===== src/hw/fabric_pkg.sv =====
package fabric_pkg;

  localparam int LUT_INPUTS = 4;
  localparam int LUT_SIZE   = 1 << LUT_INPUTS;
  localparam int NUM_SIDES  = 4;  // east 0, south 1, west 2, north 3
  localparam int CLB_IWIDTH = 6;  // 4 lut inputs, rst, ce
  localparam int CLB_OWIDTH = 2;  // {ff, comb}

  localparam int CLB_RST_PIN = 4;
  localparam int CLB_CE_PIN  = 5;

  typedef logic [LUT_SIZE-1:0] lut_t;
  typedef logic [1:0]          sb_sel_t;
  typedef logic [3:0]          pin_sel_t;
  typedef logic [2:0]          ctl_sel_t;  // {enable, side}

  localparam sb_sel_t  SB_OFF        = 2'd0;
  localparam pin_sel_t CB_TRACK_PASS = 4'd0;  // straight through the box
  localparam pin_sel_t CB_PIN_OFF    = 4'd0;

  // four truth tables, then rst select, then ce select
  localparam int LB_CFG_SIZE = NUM_SIDES * LUT_SIZE + 2 * $bits(ctl_sel_t);

  typedef enum logic {
    CFG_IDLE,
    CFG_SHIFT
  } cfg_state_t;

endpackage


===== src/hw/cfg_chain.sv =====
`timescale 1ns/1ps

module cfg_chain #(
  parameter int CFG_SIZE = 265,
  parameter int ID_WIDTH = 3,
  parameter int ID       = 5
) (
  input  logic                clk,
  input  logic                rst,
  input  logic                cfg_in_start,
  input  logic                cfg_bit_in,
  output logic                cfg_out_start,
  output logic                cfg_bit_out,
  output logic [CFG_SIZE-1:0] cfg
);

  import fabric_pkg::*;

  localparam int CNT_W = $clog2(CFG_SIZE + 1);

  cfg_state_t          state;
  logic [CNT_W-1:0]    bit_cnt;
  logic [CFG_SIZE-1:0] frame;
  logic                frame_done;
  logic                id_match;

  assign id_match = (frame[ID_WIDTH-1:0] == ID_WIDTH'(ID));

  always_ff @(posedge clk) begin
    if (rst) begin
      state      <= CFG_IDLE;
      bit_cnt    <= '0;
      frame_done <= 1'b0;
    end else begin
      frame_done <= 1'b0;
      case (state)
        CFG_IDLE: begin
          if (cfg_in_start) begin
            state   <= CFG_SHIFT;
            bit_cnt <= '0;
          end
        end
        CFG_SHIFT: begin
          bit_cnt <= bit_cnt + 1'b1;
          if (bit_cnt == CNT_W'(CFG_SIZE - 1)) begin  // last frame bit
            state      <= CFG_IDLE;
            frame_done <= 1'b1;
          end
        end
        default: state <= CFG_IDLE;
      endcase
    end
  end

  // lsb first, so shift toward bit 0
  always_ff @(posedge clk) begin
    if (state == CFG_SHIFT) begin
      frame <= {cfg_bit_in, frame[CFG_SIZE-1:1]};
    end
  end

  always_ff @(posedge clk) begin
    if (rst) begin
      cfg <= '0;
    end else if (frame_done && id_match) begin
      cfg <= frame;  // frame for another tile is ignored
    end
  end

  always_ff @(posedge clk) begin
    if (rst) begin
      cfg_out_start <= 1'b0;
      cfg_bit_out   <= 1'b0;
    end else begin
      cfg_out_start <= cfg_in_start;  // next tile in chain
      cfg_bit_out   <= cfg_bit_in;
    end
  end

  a_no_start_in_frame: assert property (
    @(posedge clk) disable iff (rst)
    (state == CFG_SHIFT) |-> !$rose(cfg_in_start)
  );

endmodule


===== config.mk =====
export PLATFORM = sky130hd
export DESIGN_NAME = cfg_chain
export DESIGN_NICKNAME = d
export VERILOG_FILES = /design/src/hw/fabric_pkg.sv /design/src/hw/cfg_chain.sv
export SDC_FILE = /design/constraint.sdc
export NUM_CORES = 1
export LEC_CHECK = 0
export ABC_AREA = 1
export BUFFER_PORTS_ARGS = -buffer_cell sky130_fd_sc_hd__buf_2
export CORE_ASPECT_RATIO = 1.75
export CORE_MARGIN = 1.5
export CORE_UTILIZATION = 50
export DETAILED_ROUTE_END_ITERATION = 10
export HOLD_SLACK_MARGIN = 0.02
export PLACE_DENSITY = 0.72
export RECOVER_POWER = 50
export SLEW_MARGIN = 20
export SYNTH_ARGS = -nofsm -noshare
export SYNTH_HDL_FRONTEND = slang
export SYNTH_SLANG_ARGS = --single-unit

===== constraint.sdc =====
create_clock -name clk -period 16.5 [get_ports clk]
set_clock_uncertainty 0.2 [all_clocks]
set_input_delay 1.65 -clock clk [delete_from_list [all_inputs] [get_ports clk]]
set_output_delay 1.65 -clock clk [all_outputs]
set_load 0.005 [all_outputs]

==> summary.txt, run 1 <==
Final Hold Fails: 0
Static Leak: 0.00804 µW
Mapped cell area: 0.0178 mm²
Max rail drop VDD: 0.000104 V
Pin count of the biggest net entering global routing: 263
1st-iter DRT viols: 691
WP data required: 16.74 ns
Layout overhead on the synthesized area: 16.2%
Unique masters post-synth: 21
Worst-case reg-to-reg path depth: 2
Most common cell after layout, fill and taps aside: nor2_1
Ys Warns: 0
Gate Count Post-Synth: 1495
Startpoint types: input pin
Pre-CTS WS: 12.29 ns
Clk slew on worst S/H paths: 0.07 ns
CP Class: input pin to flop
Global-route wire length before repair: 55.9 mm
Power Density: 126 mW/mm²
Min Tclk post-route: 7.33 ns
IO Count: 271
Worst Max-Slew Pin Slew: 4.55 ns
Placed Area: 0.0192 mm²
Initial antenna violation count: 0
Die height: 253 µm
# setup viols final: 0
#FFs+latches synth: 543
RSZ-0062 raised after global routing: no
GRT Util Overall: 0.188
Seq/Total Area, Yosys: 0.760
Detailed Place HPWL: 20.9 mm
Number of global-route vias before repair: 10600
Run status: complete, but fails checks
Max_slew headroom: -2.05
Net count after synthesis: 1501
Layout cells sized above 1: 0.196
Final Cell Area: 0.0207 mm²
Slew Limit Fails: 361
Post-route ant nets: 0
WL final: 35.5 mm
Commonest cells after routing, fill and taps aside: 548 x nor2_1, 278 x dfxtp_1, 269 x buf_2
Vias per inst: 5.03
Hold-fix buffers at CTS: 0
Hold Path Class: flop to flop
H-tree levels: 2
Setup TNS: 0 ns
Worst skew pair latency: 0.55 ns
Initial Util: 0.506
TritonCTS buffer count: 45
Final non-filler cell total: 2233
Vias: 11200
Buffers added on ports: 270
Post-route clock period utilization: 0.444
DP Cell Count: 2148
DR DRC count: 0
Total gr overflow: 0
First drt pass iteration count: 5
Reg-to-Reg Start: state
R2R Setup Slk: 9.37 ns
Die ar.: 0.0368 mm²
Hold_sp: frame[259]
Core Util, Final: 0.588
Hold EP: frame[258]
WHS Path Cells: 0
Final net count: 1738
Max cap viols: 4
Placer Congestion: 0.770
Diode count: 0
R2r endpoint: frame[190]
Num rows: 91
Crit end category: flop
CTS Buffer Depth: 3
CORE AREA: 0.0352 mm²
CTS root buf: clkbuf_16
TritonCTS clock tree: built
Mapped Avg Cell Area: 11.9 µm²
CP arrival: 7.57 ns
Max Clk Rate: 136 MHz
CTS resizes: 0
Crit-path max FO: 148
CTS sink count: 543
Die W: 146 µm
Final worst setup slack: 9.17 ns
# Post-CTS Setup Buffers: 0
DR WL/cell: 15.9 µm
Violated checks: capacitance limit, slew limit
-- where the power goes --
group / switching (µW) / total (µW) / internal [µW] / leakage [µW]
logic: 32.3 / 46.4 / 14.1 / 0.00257
clock network: 475 / 1070 / 597 / 0.000708
registers: 24.2 / 1490 / 1460 / 0.00476
total: 532 / 2600 / 2070 / 0.00804
-- synthesized netlist by cell type --
cell type	instances	area, µm²
clkbuf_1	31	116
nand4_1	3	18.8
nand2_1	18	67.6
inv_1	10	37.5
nor2_1	548	2060
edfxtp_1	265	7960
inv_2	2	7.51
nand3_1	4	20.0
buf_6	23	259
buf_4	29	218
dfxtp_1	278	5570
buf_2	5	25.0
a21oi_1	7	35.0
nor3_1	3	15.0
ha_1	2	25.0
o21ai_0	54	270
nand4_2	1	12.5
o21ai_1	202	1010
a21boi_0	1	7.51
o21ai_2	8	70.1
a22oi_1	1	7.51
-- area by class of cell --
cell class	count	area [µm²]
fill	2850	14500
clock buffer	61	1250
inverter	12	53.8
timing repair buffer	278	1460
tap	465	582
clock inverter	22	224
sequential	543	13500
multi-input combinational	852	3600
-- metrics by stage --
| stage | hold slack [ns] | power [µW] |
|---|---|---|
| CTS | 0.243 | 2620 |
| floorplan | 0.221 | 1550 |
| global route | 0.253 | 2680 |
| finish | 0.245 | 2600 |
| global placement | 0.227 | 1560 |
| detailed placement | 0.227 | 1560 |
-- per-layer routing --
layer	wire length [µm]	share of wire	global-route usage	vias to the layer above
li1	-	-	-	5488
met1	14400	0.41	0.233	5383
met2	18200	0.51	0.324	292
met3	1520	0.043	0.0289	73
met4	1420	0.040	0.0863	0
met5	0	0	0	-
-- cell families after synthesis --
logic type | share of synthesized area
buf+inv | 0.0372
compound gates | 0.0787
simple gates | 0.123
fa+ha+maj | 0.00141
flops | 0.760
-- registers in the layout (all words and copies together) (netlist names) --
| signal | cells |
|---|---|
| frame_done | 1 |
| cfg | 265 |
| state | 1 |
| bit_cnt | 9 |
| frame | 265 |
| cfg_out_start | 1 |
| cfg_bit_out | 1 |
-- how the worst max path moves through the flow --
stage,from,endpoint,slack (ns),cells past startpoint
after floorplan,state,bit_cnt[8],8.64,5
after global placement,rst,cfg[28],12.32,5
after detailed placement,rst,cfg[28],12.29,5
after CTS,rst,cfg[28],12.83,5
after global routing,rst,cfg[89],8.39,6
final,rst,cfg[89],9.17,6
-- worst max-delay path, stage by stage --
cell        delay, ns
clkbuf_1         0.39
clkinvlp_2       3.50
buf_4            1.46
buf_16           0.31
o21ai_1          0.14
nor2_1           0.06
Power figures use the tool's default switching activity.
==> run 2: changes to the inputs <==
--- a/config.mk
+++ b/config.mk
@@ -12,7 +12,7 @@
 export CORE_UTILIZATION = 50
 export DETAILED_ROUTE_END_ITERATION = 10
 export HOLD_SLACK_MARGIN = 0.02
-export PLACE_DENSITY = 0.72
+export PLACE_DENSITY = 0.74
 export RECOVER_POWER = 50
 export SLEW_MARGIN = 20
 export SYNTH_ARGS = -nofsm -noshare
==> constraint.sdc (replaced) <==
create_clock -name clk -period 6.05 [get_ports clk]
set_clock_uncertainty 0.2 [all_clocks]
set_input_delay 0.605 -clock clk [delete_from_list [all_inputs] [get_ports clk]]
set_output_delay 0.605 -clock clk [all_outputs]
set_load 0.005 [all_outputs]
==> summary.txt, run 2 (synthesis gave the netlist of run 1 again) <==
Run status: finished, final reports clean
# Post-CTS Setup Buffers: 0 (unchanged)
CTS resizes: 0 (unchanged)
Placer Congestion: 0.774 (+0.49%)
Reg-to-Reg Start: frame[1]
GRT Util Overall: 0.190 (+0.00166)
Largest delay contributor family on the critical path: buffers and inverters
Hold EP: frame[264]
Die W: 146 µm (unchanged)
CTS root buf: clkbuf_16
Largest stage delay, worst path: 0.91 ns (-2.59 ns)
Worst Max-Slew Pin Slew: 1.07 ns (-3.48 ns)
Min Hold Slack: 0.0645 ns (-0.180 ns)
CTS Buffer Depth: 3 (unchanged)
Worst skew pair latency: 0.55 ns (about the same)
Most frequent cell on the critical path: nor2_1
Setup TNS: 0 ns (unchanged)
Crit path from: frame[1]
Min Tclk post-route: 3.51 ns
CORE AREA: 0.0352 mm² (unchanged)
WP data required: 6.33 ns (-10.41 ns)
Crit end category: flop
R2R Setup Slk: 2.54 ns (-6.83 ns)
Max rail drop VDD: 0.000250 V (+140%)
Slew Limit Fails: 0 (-100%)
R2r endpoint: cfg[48]
Post-route ant nets: 0 (unchanged)
Fill count: 2920 (+2.5%)
Startpoint types: flop
Layout overhead on the synthesized area: 15.3%
Max cap viols: 0 (-4)
Final Hold Fails: 0 (unchanged)
TritonCTS clock tree: built
Max_slew headroom: 0.285 (+2.34)
Die ar.: 0.0368 mm² (unchanged)
Worst-case reg-to-reg path depth: 6 (+4)
IO Count: 271 (unchanged)
1st-iter DRT viols: 751 (+8.7%)
Number of global-route vias before repair: 10800 (+1.3%)
CP arrival: 3.79 ns (-3.78 ns)
Worst path slowest cell: inv_8
Vias per inst: 5.06 (+0.58%)
Die height: 253 µm (unchanged)
Total gr overflow: 0 (unchanged)
Final Cell Area: 0.0205 mm² (-0.77%)
Crit-path max FO: 136 (-8.1%)
DR DRC count: 0 (unchanged)
Initial antenna violation count: 0 (unchanged)
Hold_sp: cfg_bit_in
WL final: 35.7 mm (+0.67%)
Multi-input logic area: 0.00363 mm² (+0.62%)
Commonest cells after routing, fill and taps aside: 548 x nor2_1, 278 x dfxtp_1, 265 x edfxtp_1
CP Class: flop to flop
First drt pass iteration count: 7 (+2)
Hold Path Class: input pin to flop
Register area: 0.0135 mm² (unchanged)
Diode count: 0 (unchanged)
Post-route clock period utilization: 0.581
Layout cells sized above 1: 0.132 (-0.0633)
Num rows: 91 (unchanged)
Global-route wire length before repair: 56.4 mm (+0.96%)
Hold-fix buffers at CTS: 0 (unchanged)
Worst path cell trace: inv_1 -> nand4_4 -> inv_8 -> buf_4 -> nor2_1 -> nor2_1
Placed Area: 0.0192 mm² (about the same)
CTS sink count: 543 (unchanged)
Pin count of the biggest net entering global routing: 170 (-35%)
H-tree levels: 2 (unchanged)
Power Density: 343 mW/mm² (+170%)
Detailed Place HPWL: 21.4 mm (+2.6%)
RSZ-0062 raised after global routing: no
Clk slew on worst S/H paths: 0.06 ns (about the same)
WHS Path Cells: 1 (+1)
Initial Util: 0.506 (unchanged)
Buffers added on ports: 270 (unchanged)
Vias: 11300 (+0.53%)
DR WL/cell: 16.0 µm (+0.71%)
Static Leak: 0.00751 µW (-6.5%)
# setup viols final: 0 (unchanged)
Most common cell after layout, fill and taps aside: nor2_1
Buffer and inverter count on the worst path: 3 (-1)
Max Clk Rate: 285 MHz
Biggest regs: cfg: 265 flops, frame: 265 flops, bit_cnt: 9 flops
TritonCTS buffer count: 45 (unchanged)
Final net count: 1738 (unchanged)
[run 2: metal layers]
| metal | global-route usage | wire length (µm) |
|---|---|---|
| met1 | 0.235 | 14600 |
| met2 | 0.322 | 17900 |
| met3 | 0.0285 | 1530 |
| met4 | 0.0991 | 1680 |
| met5 | 0 | 0 |
[run 2: worst max-delay path by stage]
stage                      end  slack, ns  depth (start not counted)
floorplan           bit_cnt[8]       1.32                          5
global placement       cfg[14]       2.67                          6
detailed placement     cfg[48]       2.54                          6
CTS                    cfg[48]       2.52                          6
global route           cfg[23]       2.23                          6
finish                 cfg[48]       2.54                          6
[run 2: layout make-up]
cell class                      count  area share
Clock buffer                       69      0.0662
Clock inverter                     13     0.00524
Inverter                           12     0.00280
Multi-Input combinational cell    852       0.177
Sequential cell                   543       0.659
Tap cell                          465      0.0283
Timing Repair Buffer              278      0.0620
[run 2: power breakdown]
group	total (µW)	internal (µW)	switching, µW
logic	129	30.9	98.1
clock network	2880	1600	1280
registers	4040	3980	58.5
[run 2: metrics by stage]
stage	setup slack [ns]	total power, µW	util	instances
2_1_floorplan	1.32	4200	-	1495
3_3_place_gp	2.67	4240	0.546	2150
3_5_place_dp	2.54	4250	0.546	2150
4_1_cts	2.52	7110	0.588	2232
5_1_grt	2.23	7260	0.583	2232
6_report	2.54	7040	0.583	2232
