==> src/hw/fabric_pkg.sv <==
package fabric_pkg;

  localparam int LUT_INPUTS = 4;
  localparam int LUT_SIZE   = 1 << LUT_INPUTS;
  localparam int NUM_SIDES  = 4;  // east 0, south 1, west 2, north 3
  localparam int CLB_IWIDTH = 6;  // 4 lut inputs, rst, ce
  localparam int CLB_OWIDTH = 2;  // {ff, comb}

  localparam int CLB_RST_PIN = 4;
  localparam int CLB_CE_PIN  = 5;

  typedef logic [LUT_SIZE-1:0] lut_t;
  typedef logic [1:0]          sb_sel_t;
  typedef logic [3:0]          pin_sel_t;
  typedef logic [2:0]          ctl_sel_t;  // {enable, side}

  localparam sb_sel_t  SB_OFF        = 2'd0;
  localparam pin_sel_t CB_TRACK_PASS = 4'd0;  // straight through the box
  localparam pin_sel_t CB_PIN_OFF    = 4'd0;

  // four truth tables, then rst select, then ce select
  localparam int LB_CFG_SIZE = NUM_SIDES * LUT_SIZE + 2 * $bits(ctl_sel_t);

  typedef enum logic {
    CFG_IDLE,
    CFG_SHIFT
  } cfg_state_t;

endpackage

==> src/hw/switch_box.sv <==
`timescale 1ns/1ps

module switch_box #(
  parameter int CHN_WIDTH = 4
) (
  input  logic [CHN_WIDTH-1:0] north_in,
  input  logic [CHN_WIDTH-1:0] east_in,
  input  logic [CHN_WIDTH-1:0] south_in,
  input  logic [CHN_WIDTH-1:0] west_in,
  output logic [CHN_WIDTH-1:0] north_out,
  output logic [CHN_WIDTH-1:0] east_out,
  output logic [CHN_WIDTH-1:0] south_out,
  output logic [CHN_WIDTH-1:0] west_out,
  input  fabric_pkg::sb_sel_t [fabric_pkg::NUM_SIDES*CHN_WIDTH-1:0] cfg
);

  import fabric_pkg::*;

  logic [CHN_WIDTH-1:0] side_in  [NUM_SIDES];
  logic [CHN_WIDTH-1:0] side_out [NUM_SIDES];

  assign side_in[0] = east_in;
  assign side_in[1] = south_in;
  assign side_in[2] = west_in;
  assign side_in[3] = north_in;

  assign east_out  = side_out[0];
  assign south_out = side_out[1];
  assign west_out  = side_out[2];
  assign north_out = side_out[3];

  for (genvar s = 0; s < NUM_SIDES; s++) begin : g_side
    for (genvar i = 0; i < CHN_WIDTH; i++) begin : g_track
      logic [2:0] cand;  // clockwise neighbours, 1 step first
      sb_sel_t    code;

      assign code = cfg[s*CHN_WIDTH+i];
      assign cand = {side_in[(s+3)%NUM_SIDES][i],
                     side_in[(s+2)%NUM_SIDES][i],
                     side_in[(s+1)%NUM_SIDES][i]};

      assign side_out[s][i] = (code == SB_OFF) ? 1'b0 : cand[code - 2'd1];
    end
  end

endmodule

==> config.mk <==
export PLATFORM = sky130hd
export DESIGN_NAME = switch_box
export DESIGN_NICKNAME = d
export VERILOG_FILES = /design/src/hw/fabric_pkg.sv /design/src/hw/switch_box.sv
export SDC_FILE = /design/constraint.sdc
export NUM_CORES = 1
export LEC_CHECK = 0
export BUFFER_PORTS_ARGS = -buffer_cell sky130_fd_sc_hd__buf_2
export CORE_MARGIN = 2
export CORE_UTILIZATION = 44
export DETAILED_ROUTE_END_ITERATION = 6
export GPL_ROUTABILITY_DRIVEN = 0
export PLACE_DENSITY = 0.9
export SYNTH_ARGS = -nofsm -noshare
export SYNTH_HDL_FRONTEND = slang
export SYNTH_SLANG_ARGS = --single-unit
==> constraint.sdc <==
create_clock -name vclk -period 1.1
set_input_delay 0.055 -clock vclk [all_inputs]
set_output_delay 0.055 -clock vclk [all_outputs]
set_load 0.1 [all_outputs]
==> flow_summary.html, run 1 <==
<table>
<tr><th>Metric</th><th>Value</th></tr>
<tr><th colspan="2">Outcome</th></tr>
<tr><td>Run status</td><td>stopped before the end</td></tr>
<tr><td>Failing step</td><td>detailed placement (3_5_place_dp)</td></tr>
<tr><td>Error that ended the run</td><td>[ERROR DPL-0038] Utilization greater than 100%, impossible to legalize</td></tr>
<tr><th colspan="2">Synth</th></tr>
<tr><td>Net count of the mapped netlist</td><td>160</td></tr>
<tr><td>Most frequently used cell type in the post-synthesis netlist</td><td>sky130_fd_sc_hd__inv_1</td></tr>
<tr><td>Post-synthesis instance area</td><td>771 µm²</td></tr>
<tr><td>Commonest cells post-synth</td><td>32 x sky130_fd_sc_hd__inv_1, 16 x sky130_fd_sc_hd__ha_1, 16 x sky130_fd_sc_hd__mux2i_1</td></tr>
<tr><td>Fraction of the yosys area taken by sequential cells</td><td>0</td></tr>
<tr><td>Leading post-synthesis cells by cell area</td><td>sky130_fd_sc_hd__ha_1 26%, sky130_fd_sc_hd__mux2i_1 21%, sky130_fd_sc_hd__inv_1 16%</td></tr>
<tr><td>Post-synth top area share</td><td>0.260</td></tr>
<tr><td>Synth warnings</td><td>0</td></tr>
<tr><td>Synthesized instance count</td><td>96</td></tr>
<tr><td>Leading area contributor after synthesis</td><td>sky130_fd_sc_hd__ha_1</td></tr>
<tr><td>Post-synthesis average cell area</td><td>8.03 µm²</td></tr>
<tr><td>Distinct cell type count after synthesis</td><td>7</td></tr>
<tr><th colspan="2">Floorplanning</th></tr>
<tr><td>Placement row count</td><td>15</td></tr>
<tr><td>Die extent in y</td><td>45.9 µm</td></tr>
<tr><td>Die W</td><td>45.9 µm</td></tr>
<tr><td>Top-Level Pins</td><td>64</td></tr>
<tr><td>Initial core utilization</td><td>0.456</td></tr>
<tr><th colspan="2">Place</th></tr>
<tr><td>Count of input and output buffers</td><td>64</td></tr>
</table>
logic make-up after synthesis:
| family | count (synthesis) | synth area share |
|---|---|---|
| mux | 16 | 0.208 |
| compound gates | 24 | 0.260 |
| simple gates | 8 | 0.117 |
| fa+ha+maj | 16 | 0.260 |
| buf+inv | 32 | 0.156 |
through the flow:
stage	instances	hold slack [ps]	worst slack [ps]	cell area (µm²)
after floorplan	96	291	-366	1330
after global placement	193	534	-72.1	2030
==> run 2, diff against run 1 <==
--- a/config.mk
+++ b/config.mk
@@ -6,11 +6,11 @@
 export NUM_CORES = 1
 export LEC_CHECK = 0
 export BUFFER_PORTS_ARGS = -buffer_cell sky130_fd_sc_hd__buf_2
-export CORE_MARGIN = 2
-export CORE_UTILIZATION = 44
+export CORE_AREA = 2 2 63 65
 export DETAILED_ROUTE_END_ITERATION = 6
+export DIE_AREA = 0 0 65 67
 export GPL_ROUTABILITY_DRIVEN = 0
-export PLACE_DENSITY = 0.9
+export PLACE_DENSITY_LB_ADDON = 0.15
 export SYNTH_ARGS = -nofsm -noshare
 export SYNTH_HDL_FRONTEND = slang
 export SYNTH_SLANG_ARGS = --single-unit
==> run 2 against run 1 <==
Against the previous run:
- the flow now finishes, with violations (negative setup slack)
- synthesized cell count unchanged
- synthesized area unchanged
==> flow_summary.html, run 2 <==
<table>
<tr><th>Metric</th><th>Value</th></tr>
<tr><th colspan="2">Timing</th></tr>
<tr><td>Time the worst path needs with I/O delays and setup</td><td>1130 ps</td></tr>
<tr><td>Relative slew slack</td><td>0.828</td></tr>
<tr><td>Slew @ Worst Pin</td><td>259 ps</td></tr>
<tr><td>Unrepaired setup endpoints after global routing</td><td>true</td></tr>
<tr><td>Worst hold-check slack</td><td>525 ps</td></tr>
<tr><td>Period utilization</td><td>1.03</td></tr>
<tr><td>Fin. Hold Viols</td><td>0</td></tr>
<tr><td>Final max-slew violation count</td><td>0</td></tr>
<tr><td>Maximum achievable frequency</td><td>884 MHz</td></tr>
<tr><td>Final TNS setup</td><td>-190 ps</td></tr>
<tr><td>Worst setup margin</td><td>-31.7 ps</td></tr>
<tr><td>Final setup violation count</td><td>9</td></tr>
<tr><th colspan="2">Pwr</th></tr>
<tr><td>Switching share of power</td><td>0.550</td></tr>
<tr><td>Internal</td><td>712 µW</td></tr>
<tr><td>Power density cells</td><td>706 nW/µm²</td></tr>
<tr><td>Sequential cell fraction of total power</td><td>0</td></tr>
<tr><td>Clock share of power</td><td>0</td></tr>
<tr><td>NetSw</td><td>871 µW</td></tr>
<tr><td>Max rail drop VDD</td><td>0.358 mV</td></tr>
<tr><td>Combinational Power Share</td><td>1.000</td></tr>
<tr><td>P_leak</td><td>0.904 nW</td></tr>
<tr><th colspan="2">Final layout</th></tr>
<tr><td>Count of sequential standard cells</td><td>0</td></tr>
<tr><td>Most common cell after layout, fill and taps aside</td><td>sky130_fd_sc_hd__buf_2</td></tr>
<tr><td># nets final</td><td>248</td></tr>
<tr><td>Sequential standard cell area</td><td>0 µm²</td></tr>
<tr><td>Clkbuf count</td><td>0</td></tr>
<tr><td>Fill count</td><td>301</td></tr>
<tr><td>Area growth syn-to-layout</td><td>191%</td></tr>
<tr><td>Share of layout cells above drive strength 1</td><td>0.874</td></tr>
<tr><td>Highest-count cells in the layout ignoring fill and taps</td><td>30 x sky130_fd_sc_hd__buf_2, 26 x sky130_fd_sc_hd__buf_4, 16 x sky130_fd_sc_hd__ha_4, 16 x sky130_fd_sc_hd__buf_12, 15 x sky130_fd_sc_hd__mux2i_2</td></tr>
<tr><td>Final standard cell utilization of the core</td><td>0.622</td></tr>
<tr><td>Count of inserted antenna diode cells</td><td>0</td></tr>
<tr><th colspan="2">Synth</th></tr>
<tr><td>Net count of the mapped netlist</td><td>160 (unchanged)</td></tr>
<tr><td>Distinct cell type count after synthesis</td><td>7 (unchanged)</td></tr>
<tr><td>Synthesized instance count</td><td>96 (unchanged)</td></tr>
<tr><td>Commonest cells post-synth</td><td>32 x sky130_fd_sc_hd__inv_1, 16 x sky130_fd_sc_hd__ha_1, 16 x sky130_fd_sc_hd__mux2i_1 (unchanged)</td></tr>
<tr><td>Leading post-synthesis cells by cell area</td><td>sky130_fd_sc_hd__ha_1 26%, sky130_fd_sc_hd__mux2i_1 21%, sky130_fd_sc_hd__inv_1 16% (unchanged)</td></tr>
<tr><td>Most frequently used cell type in the post-synthesis netlist</td><td>sky130_fd_sc_hd__inv_1 (unchanged)</td></tr>
<tr><td>Synth warnings</td><td>0 (unchanged)</td></tr>
<tr><td>Leading area contributor after synthesis</td><td>sky130_fd_sc_hd__ha_1 (unchanged)</td></tr>
<tr><td>Post-synthesis average cell area</td><td>8.03 µm² (unchanged)</td></tr>
<tr><td>Post-synth top area share</td><td>0.260 (unchanged)</td></tr>
<tr><td>Fraction of the yosys area taken by sequential cells</td><td>0 (unchanged)</td></tr>
<tr><td>Post-synthesis instance area</td><td>771 µm² (unchanged)</td></tr>
<tr><th colspan="2">Setup path</th></tr>
<tr><td>Crit path arrival time</td><td>1080 ps</td></tr>
<tr><td>WS Path Type</td><td>input pin to output pin</td></tr>
<tr><td>Required time at the endpoint of the critical path</td><td>1040 ps</td></tr>
<tr><td>CP max FO</td><td>2</td></tr>
<tr><td>Type of element launching the critical path</td><td>input pin</td></tr>
<tr><td>Crit path capture type</td><td>output pin</td></tr>
<tr><th colspan="2">Global route</th></tr>
<tr><td>Maximum number of pins on one net before global-route repair</td><td>4</td></tr>
<tr><td>All-Layer GR Usage</td><td>0.128</td></tr>
<tr><td>Wire length of the first global-routing pass</td><td>4570 µm</td></tr>
<tr><td>Number of antenna violations at the first check in global routing</td><td>0</td></tr>
<tr><td>Number of global-route vias before repair</td><td>1117</td></tr>
<tr><td>Global-route congestion overflow total</td><td>0</td></tr>
<tr><th colspan="2">Floorplanning</th></tr>
<tr><td>Initial core utilization</td><td>0.214 (was 0.456)</td></tr>
<tr><td>Die W</td><td>65 µm (was 45.9 µm)</td></tr>
<tr><td>Area enclosed by the die boundary</td><td>4360 µm²</td></tr>
<tr><td>Die extent in y</td><td>67 µm (was 45.9 µm)</td></tr>
<tr><td>Placement row count</td><td>22 (was 15)</td></tr>
<tr><td>Total core area</td><td>3610 µm²</td></tr>
<tr><td>Top-Level Pins</td><td>64 (unchanged)</td></tr>
<tr><th colspan="2">Outcome</th></tr>
<tr><td>Run status</td><td>complete, but fails checks (was stopped before the end)</td></tr>
<tr><td>Violated checks</td><td>negative setup slack</td></tr>
<tr><th colspan="2">Routing</th></tr>
<tr><td>Antenna Nets Post-Route</td><td>0</td></tr>
<tr><td>Drt first pass iters</td><td>4</td></tr>
<tr><td>Routed length per instance</td><td>11.6 µm</td></tr>
<tr><td>Final wirelength</td><td>2660 µm</td></tr>
<tr><td>Number of remaining DRC errors</td><td>0</td></tr>
<tr><td>Starting DRC count in detailed routing</td><td>38</td></tr>
<tr><td>DR vias</td><td>1021</td></tr>
<tr><td>Via-to-Cell Ratio</td><td>4.44</td></tr>
<tr><th colspan="2">Place</th></tr>
<tr><td>Detailed Place HPWL</td><td>2390 µm</td></tr>
<tr><td>Count of input and output buffers</td><td>64 (unchanged)</td></tr>
<tr><th colspan="2">Clock network</th></tr>
<tr><td>Hold bufs inserted after CTS</td><td>0</td></tr>
<tr><th colspan="2">Min path</th></tr>
<tr><td>Path category of the worst min-delay check</td><td>input pin to output pin</td></tr>
<tr><th colspan="2">Run</th></tr>
<tr><td>Number of maximum-capacitance constraint violations</td><td>0</td></tr>
</table>
==> run 2: layout make-up <==
cell class / instances / area [µm²] / area share
Multi-Input combinational cell: 64 / 1090 / 0.487
Timing Repair Buffer: 86 / 835 / 0.372
Inverter: 32 / 255 / 0.114
Tap cell: 48 / 60.1 / 0.0268
==> run 2: worst paths after layout <==
kind	start	to	slack, ps	cells after the start
min	cfg[4]	east_out[2]	530	4
max	cfg[10]	south_out[1]	-30	6
==> run 2: logic make-up after synthesis <==
| family | synth area share |
|---|---|
| buffers and inverters | 0.156 |
| AOI/OAI and AO/OA | 0.260 |
| muxes | 0.208 |
| adders and majority gates | 0.260 |
| and+or+nand+nor | 0.117 |
==> run 2: power by group through the flow <==
stage                     combinational (mW)  clock (mW)  sequential (mW)
after floorplan                        0.984           0                0
after global placement                  1.49           0                0
after detailed placement                1.52           0                0
after CTS                               1.58           0                0
after global routing                    1.66           0                0
final                                   1.58           0                0
==> run 2: metrics by stage <==
step | power [mW] | cell area, µm² | cells | setup slack (ps)
finish | 1.58 | 2240 | 230 | -31.7
CTS | 1.58 | 2200 | 230 | -43.3
global placement | 1.49 | 2070 | 224 | -76.0
floorplan | 0.984 | 1330 | 96 | -366
detailed placement | 1.52 | 2070 | 224 | -107
global route | 1.66 | 2240 | 230 | -93.4
==> run 2: metal layers <==
layer / vias up / GRT usage / share of wire
li1: 513 / - / -
met1: 472 / 0.145 / 0.38
met2: 36 / 0.265 / 0.55
met3: 0 / 0.0169 / 0.075
met4: 0 / 0 / 0
met5: - / 0 / 0
==> run 2: what timing repair did <==
item                       4_1_cts  5_1_grt
setup endpoints to repair       16       16
pin swaps                       19        9
setup buffers                    6        0
gates resized for setup         24        9
==> run 2: critical path, cell delays in order <==
cell	delay, ps
sky130_fd_sc_hd__buf_4	100
sky130_fd_sc_hd__clkinvlp_4	90
sky130_fd_sc_hd__ha_4	230
sky130_fd_sc_hd__mux2i_2	160
sky130_fd_sc_hd__o31ai_4	230
sky130_fd_sc_hd__buf_12	210
No activity file was read; power rests on OpenSTA's default activity.
