--- config.mk ---
export PLATFORM = sky130hd
export DESIGN_NAME = logic_block
export DESIGN_NICKNAME = d
export VERILOG_FILES = /design/src/hw/fabric_pkg.sv /design/src/hw/logic_block.sv
export SDC_FILE = /design/constraint.sdc
export NUM_CORES = 1
export LEC_CHECK = 0
export ABC_AREA = 1
export BUFFER_PORTS_ARGS = -buffer_cell sky130_fd_sc_hd__buf_2
export CAP_MARGIN = 20
export CORE_ASPECT_RATIO = 2
export CORE_MARGIN = 4
export CORE_UTILIZATION = 41
export DETAILED_ROUTE_END_ITERATION = 8
export GPL_ROUTABILITY_DRIVEN = 0
export PLACE_DENSITY_LB_ADDON = 0.12
export SYNTH_ARGS = -nofsm -noshare
export SYNTH_HDL_FRONTEND = slang
export SYNTH_SLANG_ARGS = --single-unit
--- constraint.sdc ---
create_clock -name clk -period 1.8 [get_ports clk]
set_input_delay 0.27 -clock clk [delete_from_list [all_inputs] [get_ports clk]]
set_output_delay 0.27 -clock clk [all_outputs]
set_load 0.01 [all_outputs]
--- src/hw/fabric_pkg.sv ---
package fabric_pkg;

  localparam int LUT_INPUTS = 4;
  localparam int LUT_SIZE   = 1 << LUT_INPUTS;
  localparam int NUM_SIDES  = 4;  // east 0, south 1, west 2, north 3
  localparam int CLB_IWIDTH = 6;  // 4 lut inputs, rst, ce
  localparam int CLB_OWIDTH = 2;  // {ff, comb}

  localparam int CLB_RST_PIN = 4;
  localparam int CLB_CE_PIN  = 5;

  typedef logic [LUT_SIZE-1:0] lut_t;
  typedef logic [1:0]          sb_sel_t;
  typedef logic [3:0]          pin_sel_t;
  typedef logic [2:0]          ctl_sel_t;  // {enable, side}

  localparam sb_sel_t  SB_OFF        = 2'd0;
  localparam pin_sel_t CB_TRACK_PASS = 4'd0;  // straight through the box
  localparam pin_sel_t CB_PIN_OFF    = 4'd0;

  // four truth tables, then rst select, then ce select
  localparam int LB_CFG_SIZE = NUM_SIDES * LUT_SIZE + 2 * $bits(ctl_sel_t);

  typedef enum logic {
    CFG_IDLE,
    CFG_SHIFT
  } cfg_state_t;

endpackage

--- src/hw/logic_block.sv ---
`timescale 1ns/1ps

module logic_block (
  input  logic                                                clk,
  input  logic                                                rst,
  input  logic [fabric_pkg::NUM_SIDES*fabric_pkg::CLB_IWIDTH-1:0] pins_in,
  input  logic [fabric_pkg::LB_CFG_SIZE-1:0]                  cfg,
  output logic [fabric_pkg::NUM_SIDES*fabric_pkg::CLB_OWIDTH-1:0] pins_out
);

  import fabric_pkg::*;

  localparam int RST_SEL_POS = NUM_SIDES * LUT_SIZE;
  localparam int CE_SEL_POS  = RST_SEL_POS + $bits(ctl_sel_t);

  lut_t                 lut_tab [NUM_SIDES];
  ctl_sel_t             rst_sel;
  ctl_sel_t             ce_sel;
  logic [NUM_SIDES-1:0] lut_out;
  logic [NUM_SIDES-1:0] ff_q;
  logic [NUM_SIDES-1:0] rst_cand;
  logic [NUM_SIDES-1:0] ce_cand;
  logic                 fab_rst;
  logic                 fab_ce;

  for (genvar k = 0; k < NUM_SIDES; k++) begin : g_lut
    logic [LUT_INPUTS-1:0] lut_in;

    assign lut_tab[k]  = cfg[k*LUT_SIZE +: LUT_SIZE];
    assign lut_in      = pins_in[k*CLB_IWIDTH +: LUT_INPUTS];
    assign lut_out[k]  = lut_tab[k][lut_in];
    assign rst_cand[k] = pins_in[k*CLB_IWIDTH + CLB_RST_PIN];
    assign ce_cand[k]  = pins_in[k*CLB_IWIDTH + CLB_CE_PIN];

    assign pins_out[k*CLB_OWIDTH +: CLB_OWIDTH] = {ff_q[k], lut_out[k]};
  end

  assign rst_sel = cfg[RST_SEL_POS +: $bits(ctl_sel_t)];
  assign ce_sel  = cfg[CE_SEL_POS +: $bits(ctl_sel_t)];

  // disabled control reads as 0
  assign fab_rst = rst_sel[2] & rst_cand[rst_sel[1:0]];
  assign fab_ce  = ce_sel[2] & ce_cand[ce_sel[1:0]];

  always_ff @(posedge clk) begin
    if (rst || fab_rst) begin
      ff_q <= '0;
    end else if (fab_ce) begin
      ff_q <= lut_out;  // all four share ce
    end
  end

  a_pins_known: assert property (
    @(posedge clk) disable iff (rst)
    !$isunknown(pins_out)
  );

endmodule

==> flow_summary.ini, run 1 <==
[outcome]
status = completed

[logic_synthesis]
ys_types = 12
syn_area_per_cell_um2 = 4.820
yosys_warnings = 0
ys_seq_elements = 4
syn-num-nets = 333
synthCells = 237
ys_seq_area_frac = 0.07010
synth_area_mm2 = 0.001142

[global_route]
grt_antenna_before_repair = 0
grt_pass1_wl_um = 5457
grt_max_degree = 10
grt_pass1_vias = 1542
grt.total_usage = 0.1896
gr-total-overflow = 0

[final_layout]
syn_to_final_growth_pct = 47.86
n_fill_cell = 301
seq_area_um2 = 80.08
diodes = 0
stdcell_area_mm2 = 0.001689
layout-drive-gt1-share = 0.3717
largestRegisters = ff_q x4
largest_reg_flops = 4
multi_input_area_um2 = 762.0
layout.nets = 437
final_common_cell = nand2_1
layout_common_cells = 110 x nand2_1, 103 x buf_2, 55 x inv_1
top_register = ff_q

[power_and_ir_drop]
p_leak_uw = 0.001205
irDropWorstVdd_v = 0.0003698
powerDensity_mw_per_mm2 = 365.7

[worst_setup_path]
path_cells = buf_2, inv_8, nand2_1, nand3_1, nand3_1, nand3_2, nand2_1, buf_2
cp.arrival_ns = 1.05
cp-end-kind = output pin
r2r_cells = 4
worstPathMaxFanout = 9
crit_required_ns = 1.53
worstSetupPathType = primary input to output pin
start_kind = primary input
slowest_stage = buf_2
worst_path_largest_cell_delay_ns = 0.22

[timing]
setup_tns_ns = 0
rsz0062_at_grt = no
clock_skew_ns = 0
drv_slew = 0
period_share = 0.7361
hold_violations = 0
setup_viol = 0
relSlewSlack = 0.8464
worst_pin_slew_ns = 0.2304
fmax_mhz = 754.8
layout_min_cycle_time_ns = 1.325

[floorplan]
core_mm2 = 0.002603
die_h_um = 82.65
dieWidth_um = 45.33
start_util = 0.4389
die_area_mm2 = 0.003746
rows = 26
design.portCount = 104

[worst_hold_path]
hold_depth = 5
hold_path_class = primary input to flip-flop

[detailed_routing]
wire_per_inst_um = 9.371
drt-initial-drc-count = 7
drc = 0
ant_nets = 0
wl_um = 3439
vias = 1669
vias_per_cell = 4.548
dr.pass1.iters = 4

[job]
drv_cap = 0

[cts]
clk_latency_ns = 0.21
postCtsSetupBuffers = 0
clock_sinks = 4
cts_tree = done
cts.repair.resized = 0
cts-root-buf = clkbuf_8
clkTransAtPathRegs_ns = 0.03
clock_path_buffers = 2
hold_buffers = 0
cts_made_buffers = 3
cts_max_level = 1

[place]
io_buffer_count = 103
dp_hpwl_um = 3114
placed_cell_area_mm2 = 0.001648
[layer usage]
metal,wire (µm),global-route usage
met1,1077,0.1637
met2,2084,0.4020
met3,244,0.03471
met4,32,0.05279
met5,0,0
[cell families (layout without fill, tap and decap cells)]
| family | count (synthesis) | count (layout) | synth area share |
|---|---|---|---|
| compound gates | 6 | 6 | 0.02628 |
| simple gates | 163 | 163 | 0.6408 |
| buf+inv | 64 | 166 | 0.2629 |
| flops | 4 | 4 | 0.07010 |
[per-stage QoR]
stage | hold WS (ns) | utilization | setup WS (ns) | total power (µW) | std cells
floorplan | 0.4973 | - | 0.7114 | 293.8 | 237
global placement | 0.5139 | 0.6332 | 0.4636 | 432.6 | 364
detailed placement | 0.5225 | 0.6332 | 0.4678 | 435.9 | 364
CTS | 0.4014 | 0.6490 | 0.4668 | 629.4 | 367
global route | 0.4335 | 0.6490 | 0.3495 | 683.7 | 367
finish | 0.4027 | 0.6490 | 0.4751 | 617.6 | 367
[where the power goes]
group | internal, µW | switching [µW]
combinational | 159 | 175
clock | 142 | 43.8
sequential | 95.5 | 2.43
total | 397 | 221
[cell usage after synthesis]
library cell	instances	area share
dfxtp_1	4	0.070
nand3_1	36	0.16
buf_6	4	0.039
inv_2	1	0.0033
inv_8	4	0.039
nor2_1	2	0.0066
nand2_2	5	0.027
inv_1	55	0.18
nand3_2	10	0.088
o21ai_1	1	0.0044
nand2_1	110	0.36
a21oi_1	5	0.022
[cell type report]
cell class,instances,share of cell area
Sequential cell,4,0.04741
Inverter,60,0.1511
Timing Repair Buffer,103,0.3052
Clock buffer,3,0.02444
Tap cell,28,0.02074
Multi-Input combinational cell,169,0.4511
[worst paths after layout]
check | from | end | slack (ns)
max reg2reg | ff_q[0] | ff_q[0] | 1.16
min reg2reg | ff_q[2] | ff_q[2] | 0.53
max | pins_in[12] | pins_out[4] | 0.48
min | pins_in[21] | ff_q[3] | 0.40
[worst max-delay path, delay by kind of cell]
kind          cells  cell delay (ns)
buf+inv           3             0.40
simple gates      5             0.37
Note: power is estimated with default switching activity, not from simulation.
==> run 2: changes to the inputs <==
--- a/config.mk
+++ b/config.mk
@@ -5,12 +5,12 @@
 export SDC_FILE = /design/constraint.sdc
 export NUM_CORES = 1
 export LEC_CHECK = 0
-export ABC_AREA = 1
+export ABC_AREA = 0
 export BUFFER_PORTS_ARGS = -buffer_cell sky130_fd_sc_hd__buf_2
 export CAP_MARGIN = 20
 export CORE_ASPECT_RATIO = 2
 export CORE_MARGIN = 4
-export CORE_UTILIZATION = 41
+export CORE_UTILIZATION = 27
 export DETAILED_ROUTE_END_ITERATION = 8
 export GPL_ROUTABILITY_DRIVEN = 0
 export PLACE_DENSITY_LB_ADDON = 0.12
==> constraint.sdc (replaced) <==
create_clock -name clk -period 1.2 [get_ports clk]
set_input_delay 0.18 -clock clk [delete_from_list [all_inputs] [get_ports clk]]
set_output_delay 0.18 -clock clk [all_outputs]
set_load 0.01 [all_outputs]
==> run 2 against run 1 <==
  * The flow now finishes with violations (setup timing)
  * Global-route usage is 5.2 points lower
  * Count of clock-buffer cells in the layout stayed put
  * Sequential share of layout area is 1.2 points higher
  * Synthesized cell count is 82% lower
  * Critical path depth is 3 lower
  * Hold slack better by 0.0016 ns
  * Clock power is 52% higher
  * Synthesized area is 36% lower
  * Clock skew stayed put
  * Highest routed layer unchanged
==> flow_summary.ini, run 2 <==
[global_route]
grt_pass1_vias = 1000
grt.total_usage = 0.1378
grt_antenna_before_repair = 0
grt_pass1_wl_um = 3822
grt_max_degree = 5
gr-total-overflow = 0

[final_layout]
post-route-util = 0.5229
syn_to_final_growth_pct = 84.85
layout_common_cells = 99 x buf_2, 18 x mux4_2, 12 x mux2i_1
top_register = ff_q
layout-drive-gt1-share = 0.8553
fin_cells = 180
final_common_cell = buf_2
largestRegisters = ff_q x4
layout.nets = 250
diodes = 0
largest_reg_flops = 4

[timing]
rsz0062_at_grt = yes
fmax_mhz = 729.3
period_share = 1.143
setup_tns_ns = -0.6479
setup_viol = 7
drv_slew = 0
layout_min_cycle_time_ns = 1.371
worst_pin_slew_ns = 0.2209
relSlewSlack = 0.8485
clock_skew_ns = 0
hold_violations = 0
worst_slack_ns = -0.1711
whs_ns = 0.4043

[logic_synthesis]
synthArstFlopShare = 0
synth_flop_cell = dfxtp_1
ys_seq_elements = 4
yosys_warnings = 0
synth_edf_count = 0
synthCells = 42
ys_top_cells_by_count = 16 x mux4_1, 12 x mux2i_1, 4 x a22o_1, 4 x dfxtp_1, 2 x mux4_2
synth_area_um2 = 726.9
yosysMostFrequentCell = mux4_1
synth_top_area_frac = 0.5783
syn_area_per_cell_um2 = 17.31
syn-num-nets = 138
synth_top_cell_by_area = mux4_1
ys_types = 9
ys_seq_area_frac = 0.1102
yosys-top-cells-area = mux4_1 58%, mux2i_1 17%, dfxtp_1 11%

[power_and_ir_drop]
power_frac_seq = 0.167
irDropWorstVdd_v = 0.0004199
power_switching_uw = 219.6
swShare = 0.2506
intPower_uw = 656.5
finalPower_uw = 876.1
powerDensity_mw_per_mm2 = 652.0
pwr-share-clk = 0.323
combPwrFrac = 0.511
p_leak_uw = 0.0007146

[cts]
cts_max_level = 1
cts_made_buffers = 3
hold_buffers = 0
clkTransAtPathRegs_ns = 0.03
clk_latency_ns = 0.22
cts_tree = done
clock_path_buffers = 2
clock_sinks = 4
cts-root-buf = clkbuf_8

[worst_setup_path]
crit_required_ns = 1.02
worstSetupPathType = primary input to output pin
cp_common_cell = mux2i_1
cp-end-kind = output pin
worst_path_largest_cell_delay_ns = 0.50
worstPathMaxFanout = 4
crit_family = multiplexers
slowest_stage = mux4_2
path_cells = buf_12, mux4_2, mux2i_1, mux2i_1, buf_2
cp.arrival_ns = 1.19
path_buf_inv = 2
start_kind = primary input

[job]
drv_cap = 0

[place]
io_buffer_count = 103
dp_hpwl_um = 2389
place_inst = 173

[floorplan]
rows = 26
design.portCount = 104
die_h_um = 81.38
dieWidth_um = 44.69
core_mm2 = 0.002570
die_area_mm2 = 0.003637
start_util = 0.2829

[detailed_routing]
ant_nets = 0
wl_um = 2546
wire_per_inst_um = 14.14
vias = 917
drc = 0
dr.pass1.iters = 3
drt-initial-drc-count = 3
vias_per_cell = 5.094

[outcome]
status = finished, violations left
failed_checks = setup timing

[worst_hold_path]
hold_path_class = primary input to flip-flop
==> run 2: changes by cell type in the layout (fill, tap and decap cells not counted), sizes merged, moves of 4 or more <==
cell | before | now
mux2i | 0 | 12
nand2 | 115 | 1
buf | 103 | 107
a21oi | 5 | 1
nand3 | 46 | 0
a22o | 0 | 4
inv | 60 | 0
mux4 | 0 | 18
==> run 2: logic make-up (layout without fill, tap and decap cells) <==
| kind of cell | after synthesis | count (layout) | share of synthesized area |
|---|---|---|---|
| muxes | 30 | 30 | 0.8055 |
| AOI/OAI and AO/OA | 6 | 6 | 0.07057 |
| DFF | 4 | 4 | 0.1102 |
| and+or+nand+nor | 2 | 2 | 0.01377 |
| buffers and inverters | 0 | 110 | 0 |
==> run 2: power by group through the flow <==
stage / logic [µW] / registers, µW / clock network [µW]
after floorplan: 182 / 152 / 0
after global routing: 485 / 147 / 306
after detailed placement: 406 / 148 / 0
final: 447 / 146 / 283
after global placement: 396 / 148 / 0
after CTS: 449 / 146 / 288
==> run 2: metrics by stage <==
stage / worst slack [ns] / cell area [µm²]
detailed placement: -0.3074 / 1217
CTS: -0.2043 / 1329
floorplan: -0.01590 / 666.9
global route: -0.2119 / 1344
finish: -0.1711 / 1344
global placement: -0.2490 / 1217
==> run 2: final cells by class <==
class / instances / area [µm²]
flip-flops and latches: 4 / 80.08
multi-input cells: 38 / 586.8
fillers: 234 / 1226
repair buffers: 107 / 600.6
clock buffers: 3 / 41.29
well taps: 28 / 35.03
==> run 2: metal layers <==
| metal | track usage | wire length, µm | vias to the layer above |
|---|---|---|---|
| li1 | - | - | 425 |
| met1 | 0.1305 | 811 | 407 |
| met2 | 0.2680 | 1308 | 83 |
| met3 | 0.04878 | 411 | 2 |
| met4 | 0.02719 | 14 | 0 |
| met5 | 0 | 0 | - |
==> run 2: path summary, 6_finish.rpt <==
| check | startpoint | end | slack (ns) | cells after the start |
|---|---|---|---|---|
| worst min-delay path | cfg[69] | ff_q[0] | 0.40 | 3 |
| worst min register to register | ff_q[0] | ff_q[0] | 0.47 | 1 |
| worst max-delay path | pins_in[0] | pins_out[0] | -0.17 | 5 |
| worst max register to register | ff_q[1] | ff_q[1] | 0.59 | 1 |
==> run 2: timing repair <==
action	CTS	global route
buffers inserted	4	0
resized for setup	12	3
gates cloned	0	0
endpoints found under the setup margin	7	8
