[src/hw/fabric_pkg.sv]
package fabric_pkg;

  localparam int LUT_INPUTS = 4;
  localparam int LUT_SIZE   = 1 << LUT_INPUTS;
  localparam int NUM_SIDES  = 4;  // east 0, south 1, west 2, north 3
  localparam int CLB_IWIDTH = 6;  // 4 lut inputs, rst, ce
  localparam int CLB_OWIDTH = 2;  // {ff, comb}

  localparam int CLB_RST_PIN = 4;
  localparam int CLB_CE_PIN  = 5;

  typedef logic [LUT_SIZE-1:0] lut_t;
  typedef logic [1:0]          sb_sel_t;
  typedef logic [3:0]          pin_sel_t;
  typedef logic [2:0]          ctl_sel_t;  // {enable, side}

  localparam sb_sel_t  SB_OFF        = 2'd0;
  localparam pin_sel_t CB_TRACK_PASS = 4'd0;  // straight through the box
  localparam pin_sel_t CB_PIN_OFF    = 4'd0;

  // four truth tables, then rst select, then ce select
  localparam int LB_CFG_SIZE = NUM_SIDES * LUT_SIZE + 2 * $bits(ctl_sel_t);

  typedef enum logic {
    CFG_IDLE,
    CFG_SHIFT
  } cfg_state_t;

endpackage

[src/hw/conn_box.sv]
`timescale 1ns/1ps

module conn_box #(
  parameter int CHN_WIDTH = 4
) (
  input  logic [fabric_pkg::CLB_OWIDTH-1:0] clb0_output,
  input  logic [fabric_pkg::CLB_OWIDTH-1:0] clb1_output,
  output logic [fabric_pkg::CLB_IWIDTH-1:0] clb0_input,
  output logic [fabric_pkg::CLB_IWIDTH-1:0] clb1_input,
  input  logic [CHN_WIDTH-1:0]              single0_in,
  input  logic [CHN_WIDTH-1:0]              single1_in,
  output logic [CHN_WIDTH-1:0]              single0_out,
  output logic [CHN_WIDTH-1:0]              single1_out,
  input  fabric_pkg::pin_sel_t [2*CHN_WIDTH+2*fabric_pkg::CLB_IWIDTH-1:0] cfg
);

  import fabric_pkg::*;

  localparam int SNG1_BASE = CHN_WIDTH;
  localparam int CLB0_BASE = 2 * CHN_WIDTH;
  localparam int CLB1_BASE = CLB0_BASE + CLB_IWIDTH;

  logic [2*CLB_OWIDTH-1:0] clb_outs;
  logic [2*CHN_WIDTH-1:0]  tracks;

  assign clb_outs = {clb1_output, clb0_output};
  assign tracks   = {single1_in, single0_in};

  function automatic logic pick_track(input pin_sel_t code, input logic pass_bit,
                                      input logic [2*CLB_OWIDTH-1:0] outs);
    logic res;
    if (code == CB_TRACK_PASS) res = pass_bit;
    else if (int'(code) <= 2 * CLB_OWIDTH) res = outs[int'(code) - 1];
    else res = 1'b0;
    return res;
  endfunction

  function automatic logic pick_pin(input pin_sel_t code, input logic [2*CHN_WIDTH-1:0] trk,
                                    input logic [CLB_OWIDTH-1:0] opp);
    logic res;
    if (code == CB_PIN_OFF) res = 1'b0;
    else if (int'(code) <= 2 * CHN_WIDTH) res = trk[int'(code) - 1];
    else if (int'(code) <= 2 * CHN_WIDTH + CLB_OWIDTH) res = opp[int'(code) - 2*CHN_WIDTH - 1];
    else res = 1'b0;
    return res;
  endfunction

  for (genvar i = 0; i < CHN_WIDTH; i++) begin : g_trk
    assign single0_out[i] = pick_track(cfg[i], single1_in[i], clb_outs);
    assign single1_out[i] = pick_track(cfg[SNG1_BASE+i], single0_in[i], clb_outs);
  end

  // each side's pins can also see the logic block across the channel
  for (genvar j = 0; j < CLB_IWIDTH; j++) begin : g_pin
    assign clb0_input[j] = pick_pin(cfg[CLB0_BASE+j], tracks, clb1_output);
    assign clb1_input[j] = pick_pin(cfg[CLB1_BASE+j], tracks, clb0_output);
  end

endmodule

[config.mk]
export PLATFORM = sky130hd
export DESIGN_NAME = conn_box
export DESIGN_NICKNAME = d
export VERILOG_FILES = /design/src/hw/fabric_pkg.sv /design/src/hw/conn_box.sv
export SDC_FILE = /design/constraint.sdc
export NUM_CORES = 1
export LEC_CHECK = 0
export BUFFER_PORTS_ARGS = -buffer_cell sky130_fd_sc_hd__buf_2
export CORE_UTILIZATION = 51
export DETAILED_ROUTE_END_ITERATION = 16
export PLACE_DENSITY = 0.94
export SETUP_SLACK_MARGIN = 0.4
export SLEW_MARGIN = 0
export SYNTH_ARGS = -nofsm -noshare
export SYNTH_HDL_FRONTEND = slang
export SYNTH_SLANG_ARGS = --single-unit
[constraint.sdc]
create_clock -name vclk -period 1.2
set_input_delay 0.06 -clock vclk [all_inputs]
set_output_delay 0.06 -clock vclk [all_outputs]
set_load 0.02 [all_outputs]
==> results of run 1 <==
## stage by stage
stage	TNS [ns]	util, %	hold WS, ns	area, um2	instances
after global placement	-1.15	85.7	0.392	4050	512
after detailed placement	-1.95	85.7	0.393	4050	512
after CTS	-0.433	97.9	0.369	4630	518
after floorplan	0	-	0.147	3110	287
## layer usage
metal	track usage (%)	overflow
met3	41.4	0
met5	9.09	0
met2	91.7	1
met1	63.4	0
met4	62.7	0
## timing repair
item	CTS
pin swaps	44
setup buffers	6
resized for setup	154
endpoints found under the setup margin	20
## cell families after synthesis
logic type,count (synthesis),synth area share [%]
xor gates and xnor gates,13,4.55
buffers and inverters,59,10.3
and+or+nand+nor,57,10.6
AOI/OAI and AO/OA,70,15.9
muxes,44,36.6
adders and majority gates,44,22.0
==> run_results.csv, run 1 <==
group,metric,value,unit
yosys,synth_most_common_cell,"inv_1",
die,rows,25,
yosys,synth_largest_area_cell,"ha_1",
yosys,synth_top_area_share,22.0,%
yosys,ys_top_cells_by_area,"ha_1 22%, mux4_1 21%, mux4_2 11%",
die,initial_utilization,53.0,%
global_routing,overflow,1,
yosys,synth_nets,423,
outcome,error,"[ERROR GRT-0116] Global routing finished with congestion. Check the congestion regions in the DRC Viewer.",
clocking,hold_buffers,0,
outcome,haltStage,"global routing",
die,die_y,72.1,um
global_routing,grt_first_pass_wirelength,24.9,mm
die,fp.dieW,72.1,um
yosys,synth.cell_area,2500,um2
placed_design,gp_congestion,0.843,
yosys,ys_types,20,
placed_design,dpl.hpwl,6.75,mm
yosys,synthCells,287,
yosys,synth_common_cells,"48 x inv_1, 44 x ha_1, 27 x a21oi_1, 20 x mux4_1, 20 x nand2_1",
die,num_io_pins,112,
global_routing,first_global_vias,4382,
yosys,yosysSeqAreaShare,0,%
global_routing,grt_max_degree,14,
outcome,status,"did not finish",
placed_design,place_ws,-0.196,ns
global_routing,grt_usage,65.1,%
yosys,synth_area_per_cell,8.72,um2
placed_design,port_buffers,112,
yosys,yosysWarnings,0,
==> inputs of run 2 (changes only) <==
--- a/config.mk
+++ b/config.mk
@@ -6,10 +6,9 @@
 export NUM_CORES = 1
 export LEC_CHECK = 0
 export BUFFER_PORTS_ARGS = -buffer_cell sky130_fd_sc_hd__buf_2
-export CORE_UTILIZATION = 51
+export CORE_UTILIZATION = 40
 export DETAILED_ROUTE_END_ITERATION = 16
-export PLACE_DENSITY = 0.94
-export SETUP_SLACK_MARGIN = 0.4
+export PLACE_DENSITY_LB_ADDON = 0.15
 export SLEW_MARGIN = 0
 export SYNTH_ARGS = -nofsm -noshare
 export SYNTH_HDL_FRONTEND = slang
==> run_results.csv, run 2 <==
group,metric,value,unit
yosys,ys_top_cells_by_area,"ha_1 22%, mux4_1 21%, mux4_2 11%",
final_layout,nets,590,
die,coreArea,5990,um2
power,seqPwrFrac,0,%
global_routing,antenna_found_initial,0,
outcome,violations,"setup timing",
global_routing,grt_max_degree,15,
global_routing,first_global_vias,2698,
routing,drt-total-wl,7.95,mm
final_layout,fin_area,4280,um2
setup_path,cpMaxStageDelayCell,"o31ai_1",
final_layout,mostFrequentLayoutCells,"81 x buf_4, 57 x buf_2, 28 x mux4_2, 27 x a21oi_1, 26 x ha_1",
routing,drtIter0Drc,123,
setup_path,cp_cell_sequence,"buf_6 > buf_4 > o31ai_1 > o21ai_0 > a21oi_1 > buf_4",
final_layout,drive_gt1_share,60.0,%
sta,fin_crit_sh,106,%
yosys,synth.cell_area,2500,um2
setup_path,startpoint_type,"input pin",
power,p_clk_share,0,%
setup_path,cp_num_cells,6,
routing,vias,2860,
power,power,1.69,mW
outcome,status,"finished with violations",
setup_path,crit_family,"compound AO/OA/AOI/OAI gates",
final_layout,clkbuf_count,0,
sta,clock.fmax,789,MHz
setup_path,crit_type,"in2out",
routing,viasPerCell,5.43,
global_routing,grt_usage,22.4,%
setup_path,crit_fanout,3,
yosys,synth_most_common_cell,"inv_1",
yosys,synth_common_cells,"48 x inv_1, 44 x ha_1, 27 x a21oi_1, 20 x mux4_1, 20 x nand2_1",
power,ir_drop,239,uV
yosys,synthCells,287,
min_path,hold_path.startpoint,"cfg[15]",
setup_path,end_kind,"output pin",
yosys,yosysWarnings,0,
final_layout,final_common_cell,"buf_4",
power,intPower,941,uW
sta,hold_ws,0.366,ns
final_layout,seqCellArea,0,um2
setup_path,critPathBufInv,3,
power,p_sw_share,44.3,%
placed_design,gp_congestion,0.857,
die,die-area,6580,um2
setup_path,critPathMostFrequentCell,"buf_4",
setup_path,crit_arrival,1.21,ns
setup_path,critPathRequiredTime,1.14,ns
final_layout,antenna_cells,0,
placed_design,dpl.hpwl,5.65,mm
die,rows,28,
placed_design,port_buffers,112,
clocking,hold_buffers,0,
yosys,ys_types,20,
final_layout,areaGrowthSynthToFinish,70.9,%
global_routing,grt_first_pass_wirelength,11.7,mm
sta,period_minus_slack,1.27,ns
setup_path,crit_start,"cfg[45]",
die,die_y,81.1,um
die,initial_utilization,41.8,%
setup_path,critPathMaxStageDelay,0.38,ns
yosys,synth_largest_area_cell,"ha_1",
run,maxCapViolCount,0,
power,power_density,395,nW/um2
sta,setup_viol,5,
yosys,synth_nets,423,
sta,rsz0062_at_grt,"true",
routing,first_pass_iters,4,
routing,post-route-drc-count,0,
final_layout,seq_cell_count,0,
power,p_sw,749,uW
die,num_io_pins,112,
global_routing,overflow,0,
final_layout,post-route-util,71.4,%
setup_path,setup.worst_path.end,"clb0_input[3]",
power,p_leak,1.98,nW
placed_design,place_area,3510,um2
die,fp.dieW,81.1,um
sta,finalHoldViolCount,0,
yosys,yosysSeqAreaShare,0,%
sta,fin_ws,-0.0678,ns
yosys,synth_area_per_cell,8.72,um2
routing,ant_nets,0,
sta,max_slew.worst_pin.slew,0.396,ns
yosys,synth_top_area_share,22.0,%
routing,wl_per_cell,15.1,um
min_path,min_path_type,"in2out",
sta,slew_violations,0,
power,p_comb_share,100.0,%
sta,maxSlewHeadroom,73.3,%
[run 2: cell counts after synthesis]
No cell type changed its count.
[run 2: cells by family after synthesis]
kind of cell | after synthesis | synth area share (%)
AOI/OAI and AO/OA | 70 | 15.9
buffers and inverters | 59 | 10.3
and+or+nand+nor | 57 | 10.6
muxes | 44 | 36.6
adders and majority gates | 44 | 22.0
xor gates and xnor gates | 13 | 4.55
[run 2: worst min path at each step]
stage                     cells after the start        endpoint  slack (ns)
after floorplan                               1  single0_out[0]        0.20
after global placement                        3  single1_out[0]        0.37
after detailed placement                      3  single0_out[3]        0.37
after CTS                                     3  single0_out[3]        0.37
after global routing                          3  single0_out[2]        0.38
final                                         3  single0_out[3]        0.37
[run 2: layer usage]
| metal | vias to the layer above | share of wire (%) | track usage (%) |
|---|---|---|---|
| met5 | - | 0 | 0 |
| met2 | 82 | 56 | 47.0 |
| met1 | 1388 | 39 | 25.7 |
| met4 | 0 | 0.10 | 0.357 |
| li1 | 1388 | - | - |
| met3 | 2 | 4.6 | 0.899 |
[run 2: tightest hold or removal path: stages]
cell and delay [ns]:
buf_2 0.07, a21oi_1 0.03, buf_2 0.14
[run 2: stage by stage]
| stage | worst slack [ns] | instances | TNS, ns |
|---|---|---|---|
| 2_1_floorplan | 0.0630 | 287 | 0 |
| 3_3_place_gp | -0.129 | 521 | -1.23 |
| 3_5_place_dp | -0.165 | 521 | -1.59 |
| 4_1_cts | -0.0341 | 524 | -0.0637 |
| 5_1_grt | -0.0866 | 527 | -0.647 |
| 6_report | -0.0678 | 527 | -0.151 |
[run 2: what timing repair did]
| item | in CTS | in global routing |
|---|---|---|
| setup buffers | 3 | 3 |
| hold endpoints to repair | 0 | 0 |
| pin swaps | 32 | 38 |
| setup endpoints to repair | 17 | 19 |
| gates resized for setup | 148 | 81 |
[run 2: power groups by stage]
| stage | combinational, mW | sequential (mW) | clock [mW] |
|---|---|---|---|
| 6_report | 1.69 | 0 | 0 |
| 3_5_place_dp | 1.30 | 0 | 0 |
| 2_1_floorplan | 0.749 | 0 | 0 |
| 4_1_cts | 1.53 | 0 | 0 |
| 5_1_grt | 1.83 | 0 | 0 |
| 3_3_place_gp | 1.27 | 0 | 0 |
[run 2: cell type report]
type,count,area [um2]
fillers,492,1710
inverters,49,262
multi-input cells,228,2500
well taps,75,93.8
repair buffers,175,1430
Power figures use the tool's default switching activity.
==> inputs of run 3 (changes only) <==
--- a/config.mk
+++ b/config.mk
@@ -6,9 +6,11 @@
 export NUM_CORES = 1
 export LEC_CHECK = 0
 export BUFFER_PORTS_ARGS = -buffer_cell sky130_fd_sc_hd__buf_2
+export CORE_MARGIN = 2
 export CORE_UTILIZATION = 40
 export DETAILED_ROUTE_END_ITERATION = 16
 export PLACE_DENSITY_LB_ADDON = 0.15
+export REMOVE_ABC_BUFFERS = 1
 export SLEW_MARGIN = 0
 export SYNTH_ARGS = -nofsm -noshare
 export SYNTH_HDL_FRONTEND = slang
==> run_results.csv, run 3 (synthesis gave the netlist of run 2 again) <==
group,metric,value,unit
routing,ant_nets,0,
final_layout,final_common_cell,"buf_4",
sta,rsz0062_at_grt,"true",
final_layout,drive_gt1_share,57.7,%
global_routing,first_global_vias,2832,
sta,fin_ws,-0.0364,ns
setup_path,crit_arrival,1.18,ns
sta,setup_viol,3,
die,rows,28,
final_layout,seqCellArea,0,um2
power,power,1.67,mW
setup_path,critPathRequiredTime,1.14,ns
die,num_io_pins,112,
placed_design,port_buffers,112,
power,seqPwrFrac,0,%
global_routing,overflow,0,
setup_path,startpoint_type,"input pin",
die,die_y,83.1,um
routing,vias,2901,
global_routing,grt_first_pass_wirelength,12.8,mm
outcome,status,"finished with violations",
placed_design,gp_congestion,0.774,
power,p_sw_share,44.2,%
routing,viasPerCell,5.43,
power,p_leak,2.02,nW
power,ir_drop,239,uV
power,intPower,930,uW
placed_design,place_ws,-0.143,ns
sta,max_slew.worst_pin.slew,0.335,ns
sta,finalHoldViolCount,0,
run,maxCapViolCount,0,
placed_design,dpl.hpwl,5.80,mm
setup_path,end_kind,"output pin",
die,coreArea,5990,um2
clocking,hold_buffers,0,
global_routing,grt_max_degree,14,
routing,drt-total-wl,8.18,mm
min_path,min_path_type,"in2out",
routing,first_pass_iters,4,
sta,maxSlewHeadroom,77.6,%
sta,slew_violations,0,
global_routing,grt_usage,21.8,%
outcome,violations,"setup timing",
sta,period_minus_slack,1.24,ns
final_layout,nets,597,
setup_path,crit_fanout,3,
final_layout,areaGrowthSynthToFinish,69.8,%
die,fp.dieW,83.1,um
routing,drtIter0Drc,133,
global_routing,antenna_found_initial,0,
sta,fin_crit_sh,103,%
final_layout,num-fill-cells,505,
final_layout,clkbuf_count,0,
final_layout,mostFrequentLayoutCells,"88 x buf_4, 58 x buf_2, 26 x a21oi_1, 26 x ha_1, 25 x mux4_2",
routing,post-route-drc-count,0,
final_layout,antenna_cells,0,
power,p_comb_share,100.0,%
placed_design,placedCellCount,522,
setup_path,crit_type,"in2out",
die,die-area,6910,um2
power,power_density,392,nW/um2
power,p_clk_share,0,%
die,initial_utilization,41.8,%
final_layout,stdcell_count,534,
sta,clock.fmax,809,MHz
final_layout,seq_cell_count,0,
routing,wl_per_cell,15.3,um
power,p_sw,736,uW
run 3: cell count changes in the layout (fill, tap and decap cells not counted), sizes merged:
cell	change
buf	+7
run 3: power groups by stage:
stage | clock (mW) | sequential (mW) | combinational (mW)
6_report | 0 | 0 | 1.67
5_1_grt | 0 | 0 | 1.81
4_1_cts | 0 | 0 | 1.54
3_5_place_dp | 0 | 0 | 1.31
3_3_place_gp | 0 | 0 | 1.28
2_1_floorplan | 0 | 0 | 0.706
run 3: worst paths after layout:
kind,cells past startpoint,endpoint,slack [ns],from
worst max-delay path,7,clb1_input[3],-0.04,cfg[69]
worst min-delay path,3,single1_out[1],0.37,cfg[23]
run 3: through the flow:
step | hold slack (ns) | util [%] | cell area [um2] | TNS (ns)
6_report | 0.371 | 70.9 | 4250 | -0.0598
5_1_grt | 0.373 | 70.9 | 4250 | -0.650
4_1_cts | 0.372 | 66.7 | 4000 | -0.0420
3_5_place_dp | 0.368 | 58.7 | 3520 | -1.50
3_3_place_gp | 0.369 | 58.7 | 3520 | -1.26
2_1_floorplan | 0.197 | - | 2430 | 0
run 3: metal layers:
metal / part of all wire (%) / wire [um] / up-vias / global-route usage, %
met5: 0 / 0 / - / 0
met2: 53 / 4340 / 102 / 41.0
met4: 1.0 / 82 / 0 / 3.13
met1: 40 / 3260 / 1381 / 26.6
li1: - / - / 1410 / -
met3: 6.0 / 490 / 8 / 3.48
run 3: timing repair:
item / in CTS / in global routing
setup buffers: 8 / 4
gates resized for setup: 140 / 55
pin swaps: 30 / 34
cloned: 0 / 0
endpoints found under the setup margin: 16 / 19
run 3: cell type report:
| class | instances | area [um2] | share of cell area, % |
|---|---|---|---|
| Inverter | 49 | 239 | 5.62 |
| Multi-Input combinational cell | 228 | 2470 | 58.1 |
| Tap cell | 75 | 93.8 | 2.21 |
| Timing Repair Buffer | 182 | 1450 | 34.0 |
run 3: worst max-delay path, stage by stage:
cell	delay (ns)
buf_6	0.08
inv_2	0.05
ha_4	0.26
mux4_2	0.28
mux2i_1	0.18
a21oi_1	0.09
buf_4	0.17
